===== src/dpi_stream_pkg.sv =====
package dpi_stream_pkg;

  // Number of interleaved byte streams
  localparam int NUM_STREAMS = 64;

  // Stream number width
  localparam int STREAM_ID_W = 6;

  // One payload byte per beat
  localparam int CHAR_W = 8;

  // Beats held between ingress and matcher
  localparam int FIFO_DEPTH = 8;

  // Match counter width, wraps on overflow
  localparam int COUNT_W = 16;

  // Progress through the keyword "HELO"
  typedef enum logic [1:0] {
    S_IDLE = 2'd0,
    S_H    = 2'd1,
    S_HE   = 2'd2,
    S_HEL  = 2'd3
  } dfa_state_t;

  // One byte of a packet with its stream and boundary flags
  typedef struct packed {
    logic [CHAR_W-1:0]      data;
    logic [STREAM_ID_W-1:0] stream_id;
    logic                   sop;
    logic                   eop;
    // Set by ingress on the first packet of an unseen stream
    logic                   new_stream;
  } beat_t;

endpackage


===== src/dpi_regs_pkg.sv =====
package dpi_regs_pkg;

  // APB address and data widths
  localparam int APB_ADDR_W = 4;
  localparam int APB_DATA_W = 32;

  // Register offsets
  typedef enum logic [APB_ADDR_W-1:0] {
    // Enable bits for streams 0 to 31
    REG_ENABLE_LO = 4'h0,
    // Enable bits for streams 32 to 63
    REG_ENABLE_HI = 4'h4,
    // Match counter, read only
    REG_COUNT     = 4'h8,
    // Forget all streams, write only strobe
    REG_FORGET    = 4'hC
  } reg_addr_t;

  // Requester side of the APB bus
  typedef struct packed {
    logic                  psel;
    logic                  penable;
    logic                  pwrite;
    logic [APB_ADDR_W-1:0] paddr;
    logic [APB_DATA_W-1:0] pwdata;
  } apb_req_t;

endpackage


===== src/helo_dfa.sv =====
`timescale 1ns/1ps

module helo_dfa
  import dpi_stream_pkg::*;
(
  input  dfa_state_t        state_in,
  input  logic [CHAR_W-1:0] char_in,
  output dfa_state_t        state_out,
  output logic              accept
);

  // Keyword bytes in ASCII
  logic is_h;
  logic is_e;
  logic is_l;
  logic is_o;

  assign is_h = (char_in == 8'h48);
  assign is_e = (char_in == 8'h45);
  assign is_l = (char_in == 8'h4C);
  assign is_o = (char_in == 8'h4F);

  always_comb
  begin
    accept = 1'b0;
    // A stray 'H' always restarts the keyword
    state_out = is_h ? S_H : S_IDLE;
    case (state_in)
      S_H:
        if (is_e)
          state_out = S_HE;
      S_HE:
        if (is_l)
          state_out = S_HEL;
      S_HEL:
        if (is_o)
        begin
          // Full keyword seen
          accept    = 1'b1;
          state_out = S_IDLE;
        end
      default: ;
    endcase
  end

endmodule


===== src/apb_cfg_regs.sv =====
`timescale 1ns/1ps

module apb_cfg_regs
  import dpi_stream_pkg::*;
  import dpi_regs_pkg::*;
(
  input  logic                   clk,
  input  logic                   rst_n,
  input  apb_req_t               apb_req,
  input  logic [COUNT_W-1:0]     match_count,
  output logic [APB_DATA_W-1:0]  prdata,
  output logic                   pready,
  output logic                   pslverr,
  output logic [NUM_STREAMS-1:0] stream_enable,
  output logic                   forget
);

  // Enable mask halves
  logic [APB_DATA_W-1:0] enable_lo;
  logic [APB_DATA_W-1:0] enable_hi;

  // ACCESS phase qualifiers
  logic      access;
  logic      wr_en;
  logic      rd_en;
  reg_addr_t addr;

  assign addr   = reg_addr_t'(apb_req.paddr);
  assign access = apb_req.psel & apb_req.penable;
  assign wr_en  = access & apb_req.pwrite;
  assign rd_en  = access & ~apb_req.pwrite;

  // No wait states
  assign pready = 1'b1;

  // Reading the strobe or writing the counter is an error
  assign pslverr = (rd_en && (addr == REG_FORGET)) || (wr_en && (addr == REG_COUNT));

  assign stream_enable = {enable_hi, enable_lo};

  // Write decode, takes effect at the ACCESS edge
  always_ff @(posedge clk)
  begin
    if (!rst_n)
    begin
      enable_lo <= '0;
      enable_hi <= '0;
      forget    <= 1'b0;
    end
    else
    begin
      // One cycle pulse per write to the strobe
      forget <= wr_en && (addr == REG_FORGET);
      if (wr_en)
      begin
        case (addr)
          REG_ENABLE_LO: enable_lo <= apb_req.pwdata;
          REG_ENABLE_HI: enable_hi <= apb_req.pwdata;
          default:       ;
        endcase
      end
    end
  end

  // Read mux
  always_comb
  begin
    prdata = '0;
    if (rd_en)
    begin
      case (addr)
        REG_ENABLE_LO: prdata = enable_lo;
        REG_ENABLE_HI: prdata = enable_hi;
        // Counter zero extended to the bus
        REG_COUNT:     prdata = {{(APB_DATA_W-COUNT_W){1'b0}}, match_count};
        default:       prdata = '0;
      endcase
    end
  end

  // ACCESS phase is always entered from SETUP with psel held
  a_penable_needs_psel: assert property (@(posedge clk) disable iff (!rst_n)
    $rose(apb_req.penable) |-> apb_req.psel);

endmodule


===== src/pkt_ingress.sv =====
`timescale 1ns/1ps

module pkt_ingress
  import dpi_stream_pkg::*;
(
  input  logic  clk,
  input  logic  rst_n,
  input  logic  in_valid,
  input  beat_t in_beat,
  input  logic  forget,
  input  logic  full,
  output logic  in_ready,
  output logic  push,
  output beat_t push_beat
);

  // Streams that started a packet since reset or the last forget
  logic [NUM_STREAMS-1:0] seen;
  logic [NUM_STREAMS-1:0] seen_next;

  // Byte transfer on this edge
  logic accept;

  // Ready follows FIFO space directly
  assign in_ready = ~full;
  assign accept   = in_valid & in_ready;
  assign push     = accept;

  // Tag the beat
  always_comb
  begin
    push_beat = in_beat;
    // Forget in the same cycle makes every stream look unseen
    push_beat.new_stream = in_beat.sop & (forget | ~seen[in_beat.stream_id]);
  end

  // Bitmap update
  always_comb
  begin
    seen_next = forget ? '0 : seen;
    if (accept && in_beat.sop)
    begin
      seen_next[in_beat.stream_id] = 1'b1;
    end
  end

  always_ff @(posedge clk)
  begin
    if (!rst_n)
    begin
      seen <= '0;
    end
    else
    begin
      seen <= seen_next;
    end
  end

endmodule


===== src/beat_fifo.sv =====
`timescale 1ns/1ps

module beat_fifo
  import dpi_stream_pkg::*;
(
  input  logic  clk,
  input  logic  rst_n,
  input  logic  push,
  input  beat_t push_beat,
  input  logic  pop,
  output logic  full,
  output logic  pop_valid,
  output beat_t pop_beat
);

  // Entry storage
  beat_t mem [FIFO_DEPTH];

  // Pointers wrap naturally at a power of two depth
  logic [$clog2(FIFO_DEPTH)-1:0]   wr_ptr;
  logic [$clog2(FIFO_DEPTH)-1:0]   rd_ptr;
  logic [$clog2(FIFO_DEPTH+1)-1:0] count;

  // Qualified transfers
  logic do_push;
  logic do_pop;

  assign full      = (count == FIFO_DEPTH);
  assign pop_valid = (count != 0);
  assign do_push   = push & ~full;
  assign do_pop    = pop & pop_valid;

  // Head entry shown directly
  assign pop_beat = mem[rd_ptr];

  always_ff @(posedge clk)
  begin
    if (do_push)
    begin
      mem[wr_ptr] <= push_beat;
    end
  end

  always_ff @(posedge clk)
  begin
    if (!rst_n)
    begin
      wr_ptr <= '0;
      rd_ptr <= '0;
      count  <= '0;
    end
    else
    begin
      if (do_push)
        wr_ptr <= wr_ptr + 1'b1;
      if (do_pop)
        rd_ptr <= rd_ptr + 1'b1;
      // Occupancy holds when both happen
      case ({do_push, do_pop})
        2'b10:   count <= count + 1'b1;
        2'b01:   count <= count - 1'b1;
        default: count <= count;
      endcase
    end
  end

  // Ingress must stall on full
  a_no_push_when_full: assert property (@(posedge clk) disable iff (!rst_n)
    push |-> !full);

endmodule


===== src/stream_matcher.sv =====
`timescale 1ns/1ps

module stream_matcher
  import dpi_stream_pkg::*;
(
  input  logic                   clk,
  input  logic                   rst_n,
  input  logic                   pop_valid,
  input  beat_t                  pop_beat,
  input  logic [NUM_STREAMS-1:0] stream_enable,
  output logic                   pop,
  output logic [COUNT_W-1:0]     match_count
);

  // Saved DFA state per stream
  dfa_state_t state_mem [NUM_STREAMS];

  // Streams whose memory entry holds a saved state
  logic [NUM_STREAMS-1:0] saved;
  // Streams with a packet between sop and eop
  logic [NUM_STREAMS-1:0] open_pkt;

  // State of the packet in progress
  dfa_state_t cur_state;
  logic       pkt_match;

  // DFA hookup
  dfa_state_t start_state;
  dfa_state_t next_state;
  logic       accept;

  // Per beat decisions
  logic hit;
  logic enabled;
  logic do_save;

  // Always ready for the next beat
  assign pop = pop_valid;

  assign enabled = stream_enable[pop_beat.stream_id];

  // Restore at sop, fresh start for an unseen or never saved stream
  always_comb
  begin
    if (!pop_beat.sop)
      start_state = cur_state;
    else if (pop_beat.new_stream || !saved[pop_beat.stream_id])
      start_state = S_IDLE;
    else
      start_state = state_mem[pop_beat.stream_id];
  end

  helo_dfa u_dfa (
    .state_in  (start_state),
    .char_in   (pop_beat.data),
    .state_out (next_state),
    .accept    (accept)
  );

  // Packet flag restarts at sop
  assign hit     = (pop_beat.sop ? 1'b0 : pkt_match) | accept;
  assign do_save = pop_valid & pop_beat.eop & enabled;

  always_ff @(posedge clk)
  begin
    if (do_save)
      state_mem[pop_beat.stream_id] <= next_state;
  end

  always_ff @(posedge clk)
  begin
    if (!rst_n)
    begin
      cur_state   <= S_IDLE;
      pkt_match   <= 1'b0;
      match_count <= '0;
      saved       <= '0;
      open_pkt    <= '0;
    end
    else if (pop_valid)
    begin
      cur_state <= next_state;
      pkt_match <= hit;
      // Old history is dropped for a new stream
      if (pop_beat.sop && pop_beat.new_stream)
        saved[pop_beat.stream_id] <= 1'b0;
      if (do_save)
      begin
        saved[pop_beat.stream_id] <= 1'b1;
        // At most one count per packet, wraps
        match_count <= match_count + COUNT_W'(hit);
      end
      open_pkt[pop_beat.stream_id] <= ~pop_beat.eop;
    end
  end

  // Packets of one stream never overlap
  a_no_reopen: assert property (@(posedge clk) disable iff (!rst_n)
    pop_valid && pop_beat.sop |-> !open_pkt[pop_beat.stream_id]);

endmodule


===== src/dpi_top.sv =====
`timescale 1ns/1ps

module dpi_top
  import dpi_stream_pkg::*;
  import dpi_regs_pkg::*;
(
  input  logic                  clk,
  input  logic                  rst_n,
  input  logic                  in_valid,
  input  beat_t                 in_beat,
  input  apb_req_t              apb_req,
  output logic                  in_ready,
  output logic [APB_DATA_W-1:0] prdata,
  output logic                  pready,
  output logic                  pslverr
);

  // Ingress to FIFO
  logic  push;
  beat_t push_beat;
  logic  full;

  // FIFO to matcher
  logic  pop;
  logic  pop_valid;
  beat_t pop_beat;

  // Configuration and status
  logic [NUM_STREAMS-1:0] stream_enable;
  logic                   forget;
  logic [COUNT_W-1:0]     match_count;

  apb_cfg_regs u_regs (
    .clk           (clk),
    .rst_n         (rst_n),
    .apb_req       (apb_req),
    .match_count   (match_count),
    .prdata        (prdata),
    .pready        (pready),
    .pslverr       (pslverr),
    .stream_enable (stream_enable),
    .forget        (forget)
  );

  pkt_ingress u_ingress (
    .clk       (clk),
    .rst_n     (rst_n),
    .in_valid  (in_valid),
    .in_beat   (in_beat),
    .forget    (forget),
    .full      (full),
    .in_ready  (in_ready),
    .push      (push),
    .push_beat (push_beat)
  );

  beat_fifo u_fifo (
    .clk       (clk),
    .rst_n     (rst_n),
    .push      (push),
    .push_beat (push_beat),
    .pop       (pop),
    .full      (full),
    .pop_valid (pop_valid),
    .pop_beat  (pop_beat)
  );

  stream_matcher u_matcher (
    .clk           (clk),
    .rst_n         (rst_n),
    .pop_valid     (pop_valid),
    .pop_beat      (pop_beat),
    .stream_enable (stream_enable),
    .pop           (pop),
    .match_count   (match_count)
  );

endmodule


===== config.mk =====
export PLATFORM = sky130hd
export DESIGN_NAME = dpi_top
export DESIGN_NICKNAME = d
export VERILOG_FILES = /design/src/dpi_stream_pkg.sv /design/src/dpi_regs_pkg.sv /design/src/helo_dfa.sv /design/src/apb_cfg_regs.sv /design/src/pkt_ingress.sv /design/src/beat_fifo.sv /design/src/stream_matcher.sv /design/src/dpi_top.sv
export SDC_FILE = /design/constraint.sdc
export NUM_CORES = 1
export LEC_CHECK = 0
export ABC_AREA = 0
export BUFFER_PORTS_ARGS = -buffer_cell sky130_fd_sc_hd__buf_2
export CAP_MARGIN = 20
export CORE_ASPECT_RATIO = 2
export CORE_MARGIN = 2
export CORE_UTILIZATION = 30
export DETAILED_ROUTE_END_ITERATION = 8
export PLACE_DENSITY = 0.54
export SKIP_LAST_GASP = 1
export SLEW_MARGIN = 20
export SYNTH_ARGS = -nofsm -noshare
export SYNTH_HDL_FRONTEND = slang
export SYNTH_SLANG_ARGS = --single-unit

===== constraint.sdc =====
create_clock -name clk -period 8.9 [get_ports clk]
set_clock_uncertainty 0.05 [all_clocks]
set_input_delay 2.67 -clock clk [delete_from_list [all_inputs] [get_ports clk]]
set_output_delay 2.67 -clock clk [all_outputs]
set_load 0.02 [all_outputs]

Yosys cells after proc, flatten, opt, wreduce, memory -nomap -nowiden
Memory sizes are Yosys's and may differ from the RTL's. A register that Yosys moved wholly into a read port is not among the register bits.
Index checks and enable logic that the tools add are counted.
{"block": "totals", "register_bits": 222, "latch_bits": 0, "ram_bits": 264, "rom_bits": 0, "in_bits": 59, "out_inout_bits": 35, "wordCells": 103, "mem_count": 2}
{"block": "classes", "addsub": 5, "mul": 0, "n_div": 0, "order_cmp": 4, "n_eq_ne": 13, "n_shift": 0, "n_mux": 35, "bitwise": 17, "n_reduce_logical": 16}
{"name": "u_fifo.mem", "words": 8, "word_bits": 17, "rd": 1, "rd_clocked_by_memory_dff": 1, "write_ports": 1, "line_no": "beat_fifo.sv:17", "rtl": "beat_t mem [FIFO_DEPTH];"}
{"name": "u_matcher.state_mem", "words": 64, "word_bits": 2, "rd": 1, "rd_clocked_by_memory_dff": 0, "write_ports": 1, "line_no": "stream_matcher.sv:16", "rtl": "dfa_state_t state_mem [NUM_STREAMS];"}
{"cell": "64-bit 2-to-1 mux", "count": 6}
{"cell": "64-bit OR", "count": 2}
{"cell": "32-bit one-hot mux with 3 select lines", "count": 1}
{"cell": "64-bit bitwise AND", "count": 1}
{"cell": "64-bit NOT", "count": 1}
{"cell": "8-bit by 7-bit equality test with 1-bit output, second input constant", "count": 4}
{"cell": "32-bit 2-to-1 mux", "count": 1}
{"cell": "1-bit binary-select mux with 6-bit select", "count": 3}
{"cell": "16-bit by 1-bit adder with 16-bit output", "count": 1}
{"cell": "6-bit by 7-bit < comparator with 1-bit output, second input constant", "count": 2}
{"cell": "1-bit 2-to-1 mux", "count": 14}
{"cell": "1-bit demux with 6-bit select", "count": 2}
{"cell": "4-bit equality test, second input constant", "count": 3}
{"cell": "6-bit by 1-bit >= comparator with 1-bit output, second input constant", "count": 2}
{"cell": "1-bit bitwise AND", "count": 8}
{"cell": "2-bit 2-to-1 mux", "count": 4}
{"cell": "4-bit one-hot mux with 2 select lines", "count": 1}
{"cell": "1-bit logical AND", "count": 7}
{"cell": "3-bit by 1-bit adder with 3-bit output, second input constant", "count": 2}
{"cell": "2-bit equality test, second input constant", "count": 3}
{"cell": "3-bit 2-to-1 mux", "count": 2}
{"cell": "2-bit one-hot mux with 3 select lines", "count": 1}
{"cell": "2-bit AND reduction", "count": 3}
{"cell": "4-bit by 1-bit adder with 4-bit output, second input constant", "count": 1}
{"cell": "other kinds (10)", "count": 15}

Depth between registers and ports, before layout
Gate-level depths: netlist of the first run.
{"block": "logic_depth", "ltp_word": 11, "ltp_mapped": 21, "ltp_nobuf": 16}

Modules after synthesis
A second synthesis of the first run with hierarchy kept.
{"block": "unflattened", "cells_unflattened": 1875, "hier_area_um2": 21891.0}
{"mod": "stream_matcher", "instances": 1, "cells_per_inst": 860, "area_each_um2": 9658.0, "seq_area_each_um2": 5505.3}
{"mod": "beat_fifo", "instances": 1, "cells_per_inst": 272, "area_each_um2": 5779.3, "seq_area_each_um2": 4344.2}
{"mod": "pkt_ingress", "instances": 1, "cells_per_inst": 390, "area_each_um2": 3271.9, "seq_area_each_um2": 1281.2}
{"mod": "apb_cfg_regs", "instances": 1, "cells_per_inst": 342, "area_each_um2": 3084.2, "seq_area_each_um2": 1301.2}
{"mod": "helo_dfa", "instances": 1, "cells_per_inst": 11, "area_each_um2": 97.6, "seq_area_each_um2": 0.0}

Worst setup path after synthesis of the first run
OpenSTA, ideal clock, no wires.
{"block": "synth_timing", "path_type": "input to output", "startpoint": "input apb_req[35] (netlist name)", "endpoint": "output prdata[21]", "arrival_ps": 4308, "required_time_ps": 6180, "slack_ps": 1872, "stages": 5, "path_buffers": 2, "path_cell_list": "clkbuf_1 nor4_1 clkbuf_1 a22oi_1 nor2_1"}
{"block": "synth_via", "elab_chain_cells": 3, "elab_cells_between_ends": 5, "cone_classes": "eq/ne (2); mux (2); reduce/logical (1)"}
{"item": "start: declaration", "line_no": "dpi_top.sv:11", "rtl": "input apb_req_t apb_req,"}
{"item": "4-bit equality test, or another cell as far along", "line_no": "apb_cfg_regs.sv:71", "rtl": "case (addr)"}
{"item": "32-bit one-hot mux with 3 select lines *", "line_no": "apb_cfg_regs.sv:71"}
{"item": "32-bit 2-to-1 mux *", "line_no": "apb_cfg_regs.sv:69", "rtl": "if (rd_en)"}
{"item": "end: declaration", "line_no": "dpi_top.sv:13", "rtl": "output logic [APB_DATA_W-1:0] prdata,"}
Mark *: on every way between the ends. The rest lies on a longest branch, timed or not.

Worst setup path after layout of the first run
{"block": "layout_timing", "startpoint": "input apb_req[34] (netlist name)", "endpoint": "output prdata[5]"}
The elaborated chain is that of the path after synthesis.

==> impl_results.md, run 1 <==
- Status: complete, no violations
- Num CTS Buffers: 42
- Syn_nets: about 2100
- Slew margin rel.: roughly 16%
- Max cap viols: 0
- Cell Area, Synth: approximately 0.021 mm^2
- H-tree Lvls: 2
- Synth Area per Inst: 10.3 um^2
- Row count: 138
- Compound-Gate Fraction of Synth Area: approximately 15%
- Hold buffer count at CTS: 0
- Dpl ws: approximately 1.3 ns
- Port Buf Inserts: slightly above 90
- Worst Path Max Fanout: 23
- Drt first pass iters: 5
- Top-Level Pins: 94
- Post-synthesis register bit count: 489
- Required time worst endpoint: 6.18 ns
- Clock latency on the worst-skew pair: 0.56 ns
- Sequential fraction of the synthesis area: between 50 and 60%
- Pins Over Slew Limit: 0
- Initial core utilization: 30.2%
- Vias in the first global route: 16989
- Wirelength per Cell: 21.9 um
- Mux share of post-synthesis cell area: 6.27%
- Register Area: 0.0124 mm^2
- DRT antenna net count: 0
- DIE AREA: 0.0733 mm^2
- Largest family of logic cells by synthesized area: simple AND/OR/NAND/NOR gates
- Clock root cell: clkbuf_16
- Main synth FF type: edfxtp_1
- Ys Warns: 0
- Via Count: 16560
- Ys async rst share: 0%
- Post-Synthesis Cells: 2078
- Lkg Pwr: about 0.0084 uW
- Final setup violation count: 0
- Setup bufs post-CTS: 0
- Final non-filler cell total: 3072
- Unrepaired setup endpoints after global routing: false
- Simple-gate portion of the synthesized area: around 16%
- First-pass GRT wire length: a little over 100 mm
- Post-cts gate resize count: 0
- Largest net degree at the start of global routing: roughly 140
- Antenna violations before repair: 5
- Post-synth EDFFs: roughly 260
- Die X: 192 um
- TritonCTS clock tree: built
- Synth Area in Adders: 0.505%
- Routed vias/inst: 5.39
- Layout area overhead: 13.7%
- # fillers: 7089
- Fin crit period: 7.53 ns
- Overflow after GRT: 0
- Iteration-0 DRC Markers: between 1000 and 1500
- Max Freq: 133 MHz
- PwrDens: 276 mW/mm^2
- Ratio of cells with drive above 1 in the final layout: 12.1%
- Post-Place Cell Area: 0.0228 mm^2
- Xor/xnor cell area share of the yosys netlist: less than 1%
- CTS Buffer Depth: 3
- Synth unique cells: 76
- Final core utilization: approximately a third
- Pin slew with the least headroom to its limit: 1.26 ns
- Multi-input combinational cell area: 0.00804 mm^2
- Detail Placement HPWL: 46.5 mm
- TritonCTS Sinks: 489
- Total Routed Length: around 67 mm
- Setup tns final: 0 ns
- Fin area: about 0.024 mm^2
- Fin crit share: 84.7%
- Die height: between 300 and 400 um
- DP Cell Count: about 3000
- Startpoint Class: input port
- Final Hold Viols: 0
- Diode count: 0
- Tot GR Track Use: around 18%
- Core Area: 0.0706 mm^2
- Endpoint class of the critical path: output pin
- Worst hold path type: flop to flop
- CP arrival: 4.81 ns
- GPL Wtd Cong: 0.923
- Drc violations: 0
- Reg clk slew, reported paths: 0.07 ns
- R2R setup slack: 2.31 ns
- Nets@finish: approximately 2200
- IR Drop Worst-Case VDD: 0.209 mV
- Final worst slack: 1.37 ns
- Crit Path Class: input port to output pin
Yosys cell counts, drive strengths merged, types with 15 or more instances:
master | number | area [um^2]
o22ai | 19 | 119
clkbuf | 92 | 347
a22oi | 39 | 293
a211oi | 23 | 173
nor2 | 217 | 815
nand2 | 286 | 1080
nor3 | 25 | 125
buf | 44 | 254
nand4 | 15 | 93.8
mux4 | 27 | 616
inv | 80 | 300
mux2i | 60 | 626
nand3 | 102 | 510
and3 | 36 | 225
edfxtp | 264 | 7930
dfxtp | 225 | 4500
o21ai | 89 | 445
a21oi | 226 | 1130
layer usage:
layer  track usage (%)  vias to the layer above  share of wire (%)
li1                  -                     7634                  -
met1              18.1                     8078                 34
met2              34.5                      607                 54
met3              2.39                      233                4.8
met4              11.4                        8                6.9
met5                 0                        -              0.076
cells by family (layout without fill, tap and decap cells):
| logic type | after synthesis | in the layout |
|---|---|---|
| and+or+nand+nor | 747 | 747 |
| DFF | 489 | 489 |
| xor gates and xnor gates | 11 | 11 |
| other | 1 | 1 |
| AOI/OAI and AO/OA | 508 | 508 |
| adders and majority gates | 8 | 8 |
| muxes | 95 | 95 |
| buffers and inverters | 219 | 303 |
cell usage in the layout (no fill, tap or decap), types with 10 or more instances in the layout:
master	count
nand3_1	102
a31oi_1	14
buf_2	91
a221oi_1	13
nand4_1	15
dfxtp_1	224
clkbuf_16	45
a22oi_1	37
o22ai_1	19
mux4_2	25
a211oi_1	23
clkbuf_1	10
nor3_1	19
xor2_1	10
and2_1	11
inv_1	79
nand2_1	284
o21ai_0	87
buf_4	51
nor2_1	215
mux2i_1	58
edfxtp_1	264
and3_1	35
a311oi_1	13
a21oi_1	226
cell type report:
cell class                 count  share of cell area [%]
inverter                      83                    1.31
timing repair buffer         142                    3.46
tap                          910                    4.70
clock inverter                17                   0.873
multi-input combinational   1370                    33.2
sequential                   489                    51.3
clock buffer                  61                    5.15
critical path, cell delays in order:
cell and delay, ns:
buf_2 0.31, a21oi_1 0.26, nand4_1 0.64, buf_4 0.47, nor2_1 0.24, buf_2 0.22
final timing paths:
kind	from	to	depth (start not counted)
worst max-delay path	apb_req[34]	prdata[5]	6
worst min-delay path	u_matcher.saved[3]$_SDFFE_PN0N_	u_matcher.saved[3]$_SDFFE_PN0N_	2
worst max register to register	flop	u_matcher.match_count[15]$_SDFFE_PN0P_	17
worst min register to register	u_matcher.saved[3]$_SDFFE_PN0N_	u_matcher.saved[3]$_SDFFE_PN0N_	2
per-stage QoR:
step | total power, uW | hold WS, ns
after global routing | 6930 | 0.435
after CTS | 6710 | 0.424
after detailed placement | 4760 | 0.415
after global placement | 4730 | 0.408
after floorplan | 3910 | 0.393
final | 6690 | 0.422
power by group:
group	total [uW]	switching, uW	internal, uW	leakage (uW)
clock network	1960	836	1120	0.000714
registers	2510	58.7	2450	0.00401
logic	2230	1600	630	0.00368
registers in the layout (all words and copies together), names as in the netlist, named ones only:
signal	flops
u_fifo.mem	136
u_matcher.state_mem	128
u_ingress.seen	64
u_matcher.saved	64
u_regs.enable_hi	32
u_regs.enable_lo	32
u_matcher.match_count	16
u_fifo.count	4
u_fifo.rd_ptr	3
u_fifo.wr_ptr	3
u_matcher.cur_state	2
u_matcher.pkt_match	1
u_regs.forget	1
No activity file was read; power rests on OpenSTA's default activity.
==> run 2, diff against run 1 <==
==> constraint.sdc (replaced) <==
create_clock -name clk -period 7.79 [get_ports clk]
set_clock_uncertainty 0.05 [all_clocks]
set_input_delay 2.337 -clock clk [delete_from_list [all_inputs] [get_ports clk]]
set_output_delay 2.337 -clock clk [all_outputs]
set_load 0.02 [all_outputs]
==> impl_results.md, run 2 (synthesis results as in run 1) <==
- Drt first pass iters: 5
- Num CTS Buffers: 42
- Drc violations: 0
- Antenna violations before repair: 3
- Required time worst endpoint: about 5.4 ns
- Post-Place Cell Area: 0.0228 mm^2
- Tot GR Track Use: 18.4%
- Iteration-0 DRC Markers: 1239
- Worst hold path type: flop to flop
- Top-Level Pins: between 90 and 100
- Unrepaired setup endpoints after global routing: false
- Met3 usage: about 2.7%
- CP Launch Point: apb_req[34]
- Most common cell after layout, fill and taps aside: nand2_1
- Worst R2R Path Depth: 17
- Max cap viols: 0
- Final Hold Viols: 0
- Startpoint Class: input port
- CTS Buffer Depth: 3
- Lkg Pwr: about 0.0084 uW
- Top reg by flops: u_fifo.mem
- Post-cts gate resize count: 0
- Hold path depth: 2
- Top Registers: u_fifo.mem: 136 flops, u_matcher.state_mem: 128 flops
- Reg clk slew, reported paths: 0.07 ns
- Layout area overhead: 14.0%
- Die X: 192 um
- CP arrival: 4.35 ns
- Nets@finish: 2198
- Final setup violation count: 0
- Crit Path Class: input port to output pin
- Initial core utilization: between 30 and 40%
- GR peak layer: met2
- Ratio of cells with drive above 1 in the final layout: about an eighth
- Status: complete, no violations
- Via Count: 16731
- TritonCTS clock tree: built
- Fin crit share: 86.5%
- Slew margin rel.: 16.9%
- DRT antenna net count: 0
- Setup bufs post-CTS: 0
- DIE AREA: ~0.073 mm^2
- Hold buffer count at CTS: 0
- PwrDens: 318 mW/mm^2
- Core Area: 0.0706 mm^2
- Reg2reg end: u_matcher.match_count[11]$_SDFFE_PN0P_
- # fillers: 7063
- Met1 usage: between 10% and 20%
- CP endpoint: prdata[1]
- Max Freq: ~150 MHz
- Detail Placement HPWL: 46.2 mm
- H-tree Lvls: 2
- Pin slew with the least headroom to its limit: around 1.2 ns
- Clock root cell: clkbuf_16
- IR Drop Worst-Case VDD: 0.216 mV
- Worst Path Max Fanout: 23
- Wirelength per Cell: 22.0 um
- Vias in the first global route: 16997
- Fin crit period: between 6 and 7 ns
- First-pass GRT wire length: 102 mm
- R2R setup slack: 1.28 ns
- Row count: around 140
- Largest register FFs: 136
- Fin area: 0.0243 mm^2
- Largest net degree at the start of global routing: 90
- Setup tns final: 0 ns
- GPL Wtd Cong: about 0.9
- Pins Over Slew Limit: 0
- Endpoint class of the critical path: output pin
- Port Buf Inserts: a little over 90
- TritonCTS Sinks: around 490
- Clock latency on the worst-skew pair: 0.57 ns
- Overflow after GRT: 0
- Die height: 381 um
- Total Routed Length: 67.8 mm
- Most frequent cells in the layout: nand2_1 (284), edfxtp_1 (264), a21oi_1 (226)
- WHS: 0.429 ns
- Routed vias/inst: 5.44
- M2 GR Usage: 34.2%
## run 2: how the worst min path moves through the flow
stage                                                start                                     end  slack (ns)
finish                    u_regs.enable_hi[2]$_SDFFE_PN0P_        u_regs.enable_hi[2]$_SDFFE_PN0P_        0.43
global route              u_regs.enable_lo[8]$_SDFFE_PN0P_        u_regs.enable_lo[8]$_SDFFE_PN0P_        0.45
CTS                      u_regs.enable_hi[19]$_SDFFE_PN0P_       u_regs.enable_hi[19]$_SDFFE_PN0P_        0.43
detailed placement       u_regs.enable_hi[19]$_SDFFE_PN0P_       u_regs.enable_hi[19]$_SDFFE_PN0P_        0.42
global placement         u_regs.enable_hi[19]$_SDFFE_PN0P_       u_regs.enable_hi[19]$_SDFFE_PN0P_        0.41
floorplan           u_matcher.match_count[15]$_SDFFE_PN0P_  u_matcher.match_count[15]$_SDFFE_PN0P_        0.39
## run 2: per-stage QoR
stage	setup WS, ns	std cells	util (%)	total power [uW]
2_1_floorplan	1.43	2078	-	4470
3_3_place_gp	1.12	2996	32.3	5440
3_5_place_dp	1.07	2996	32.3	5470
4_1_cts	1.06	3074	34.4	7740
5_1_grt	0.816	3076	34.4	8000
6_report	1.05	3076	34.4	7730
## run 2: report_power, final
group,internal [uW],total [uW],switching (uW)
Clock,1290,2270,984
Sequential,2800,2870,70.8
Combinational,746,2590,1850
## run 2: layout make-up
class                           count  area, um^2  area share [%]
Tap cell                          910        1140            4.69
Clock buffer                       48        1140            4.68
Timing Repair Buffer              145         898            3.70
Inverter                           83         317            1.30
Sequential cell                   489       12400            51.2
Clock inverter                     30         335            1.38
Antenna cell                        1        2.50          0.0103
Multi-Input combinational cell   1370        8030            33.1
## run 2: routing by layer
metal | up-vias | part of all wire [%]
met5 | - | 0.034
met2 | 685 | 54
met1 | 8164 | 34
met3 | 222 | 5.2
met4 | 4 | 6.8
li1 | 7656 | -
## run 2: critical path: stages
cell     delay, ns
buf_2         0.31
a21oi_1       0.23
nand4_1       0.64
buf_4         0.48
nor2_1        0.15
buf_2         0.18
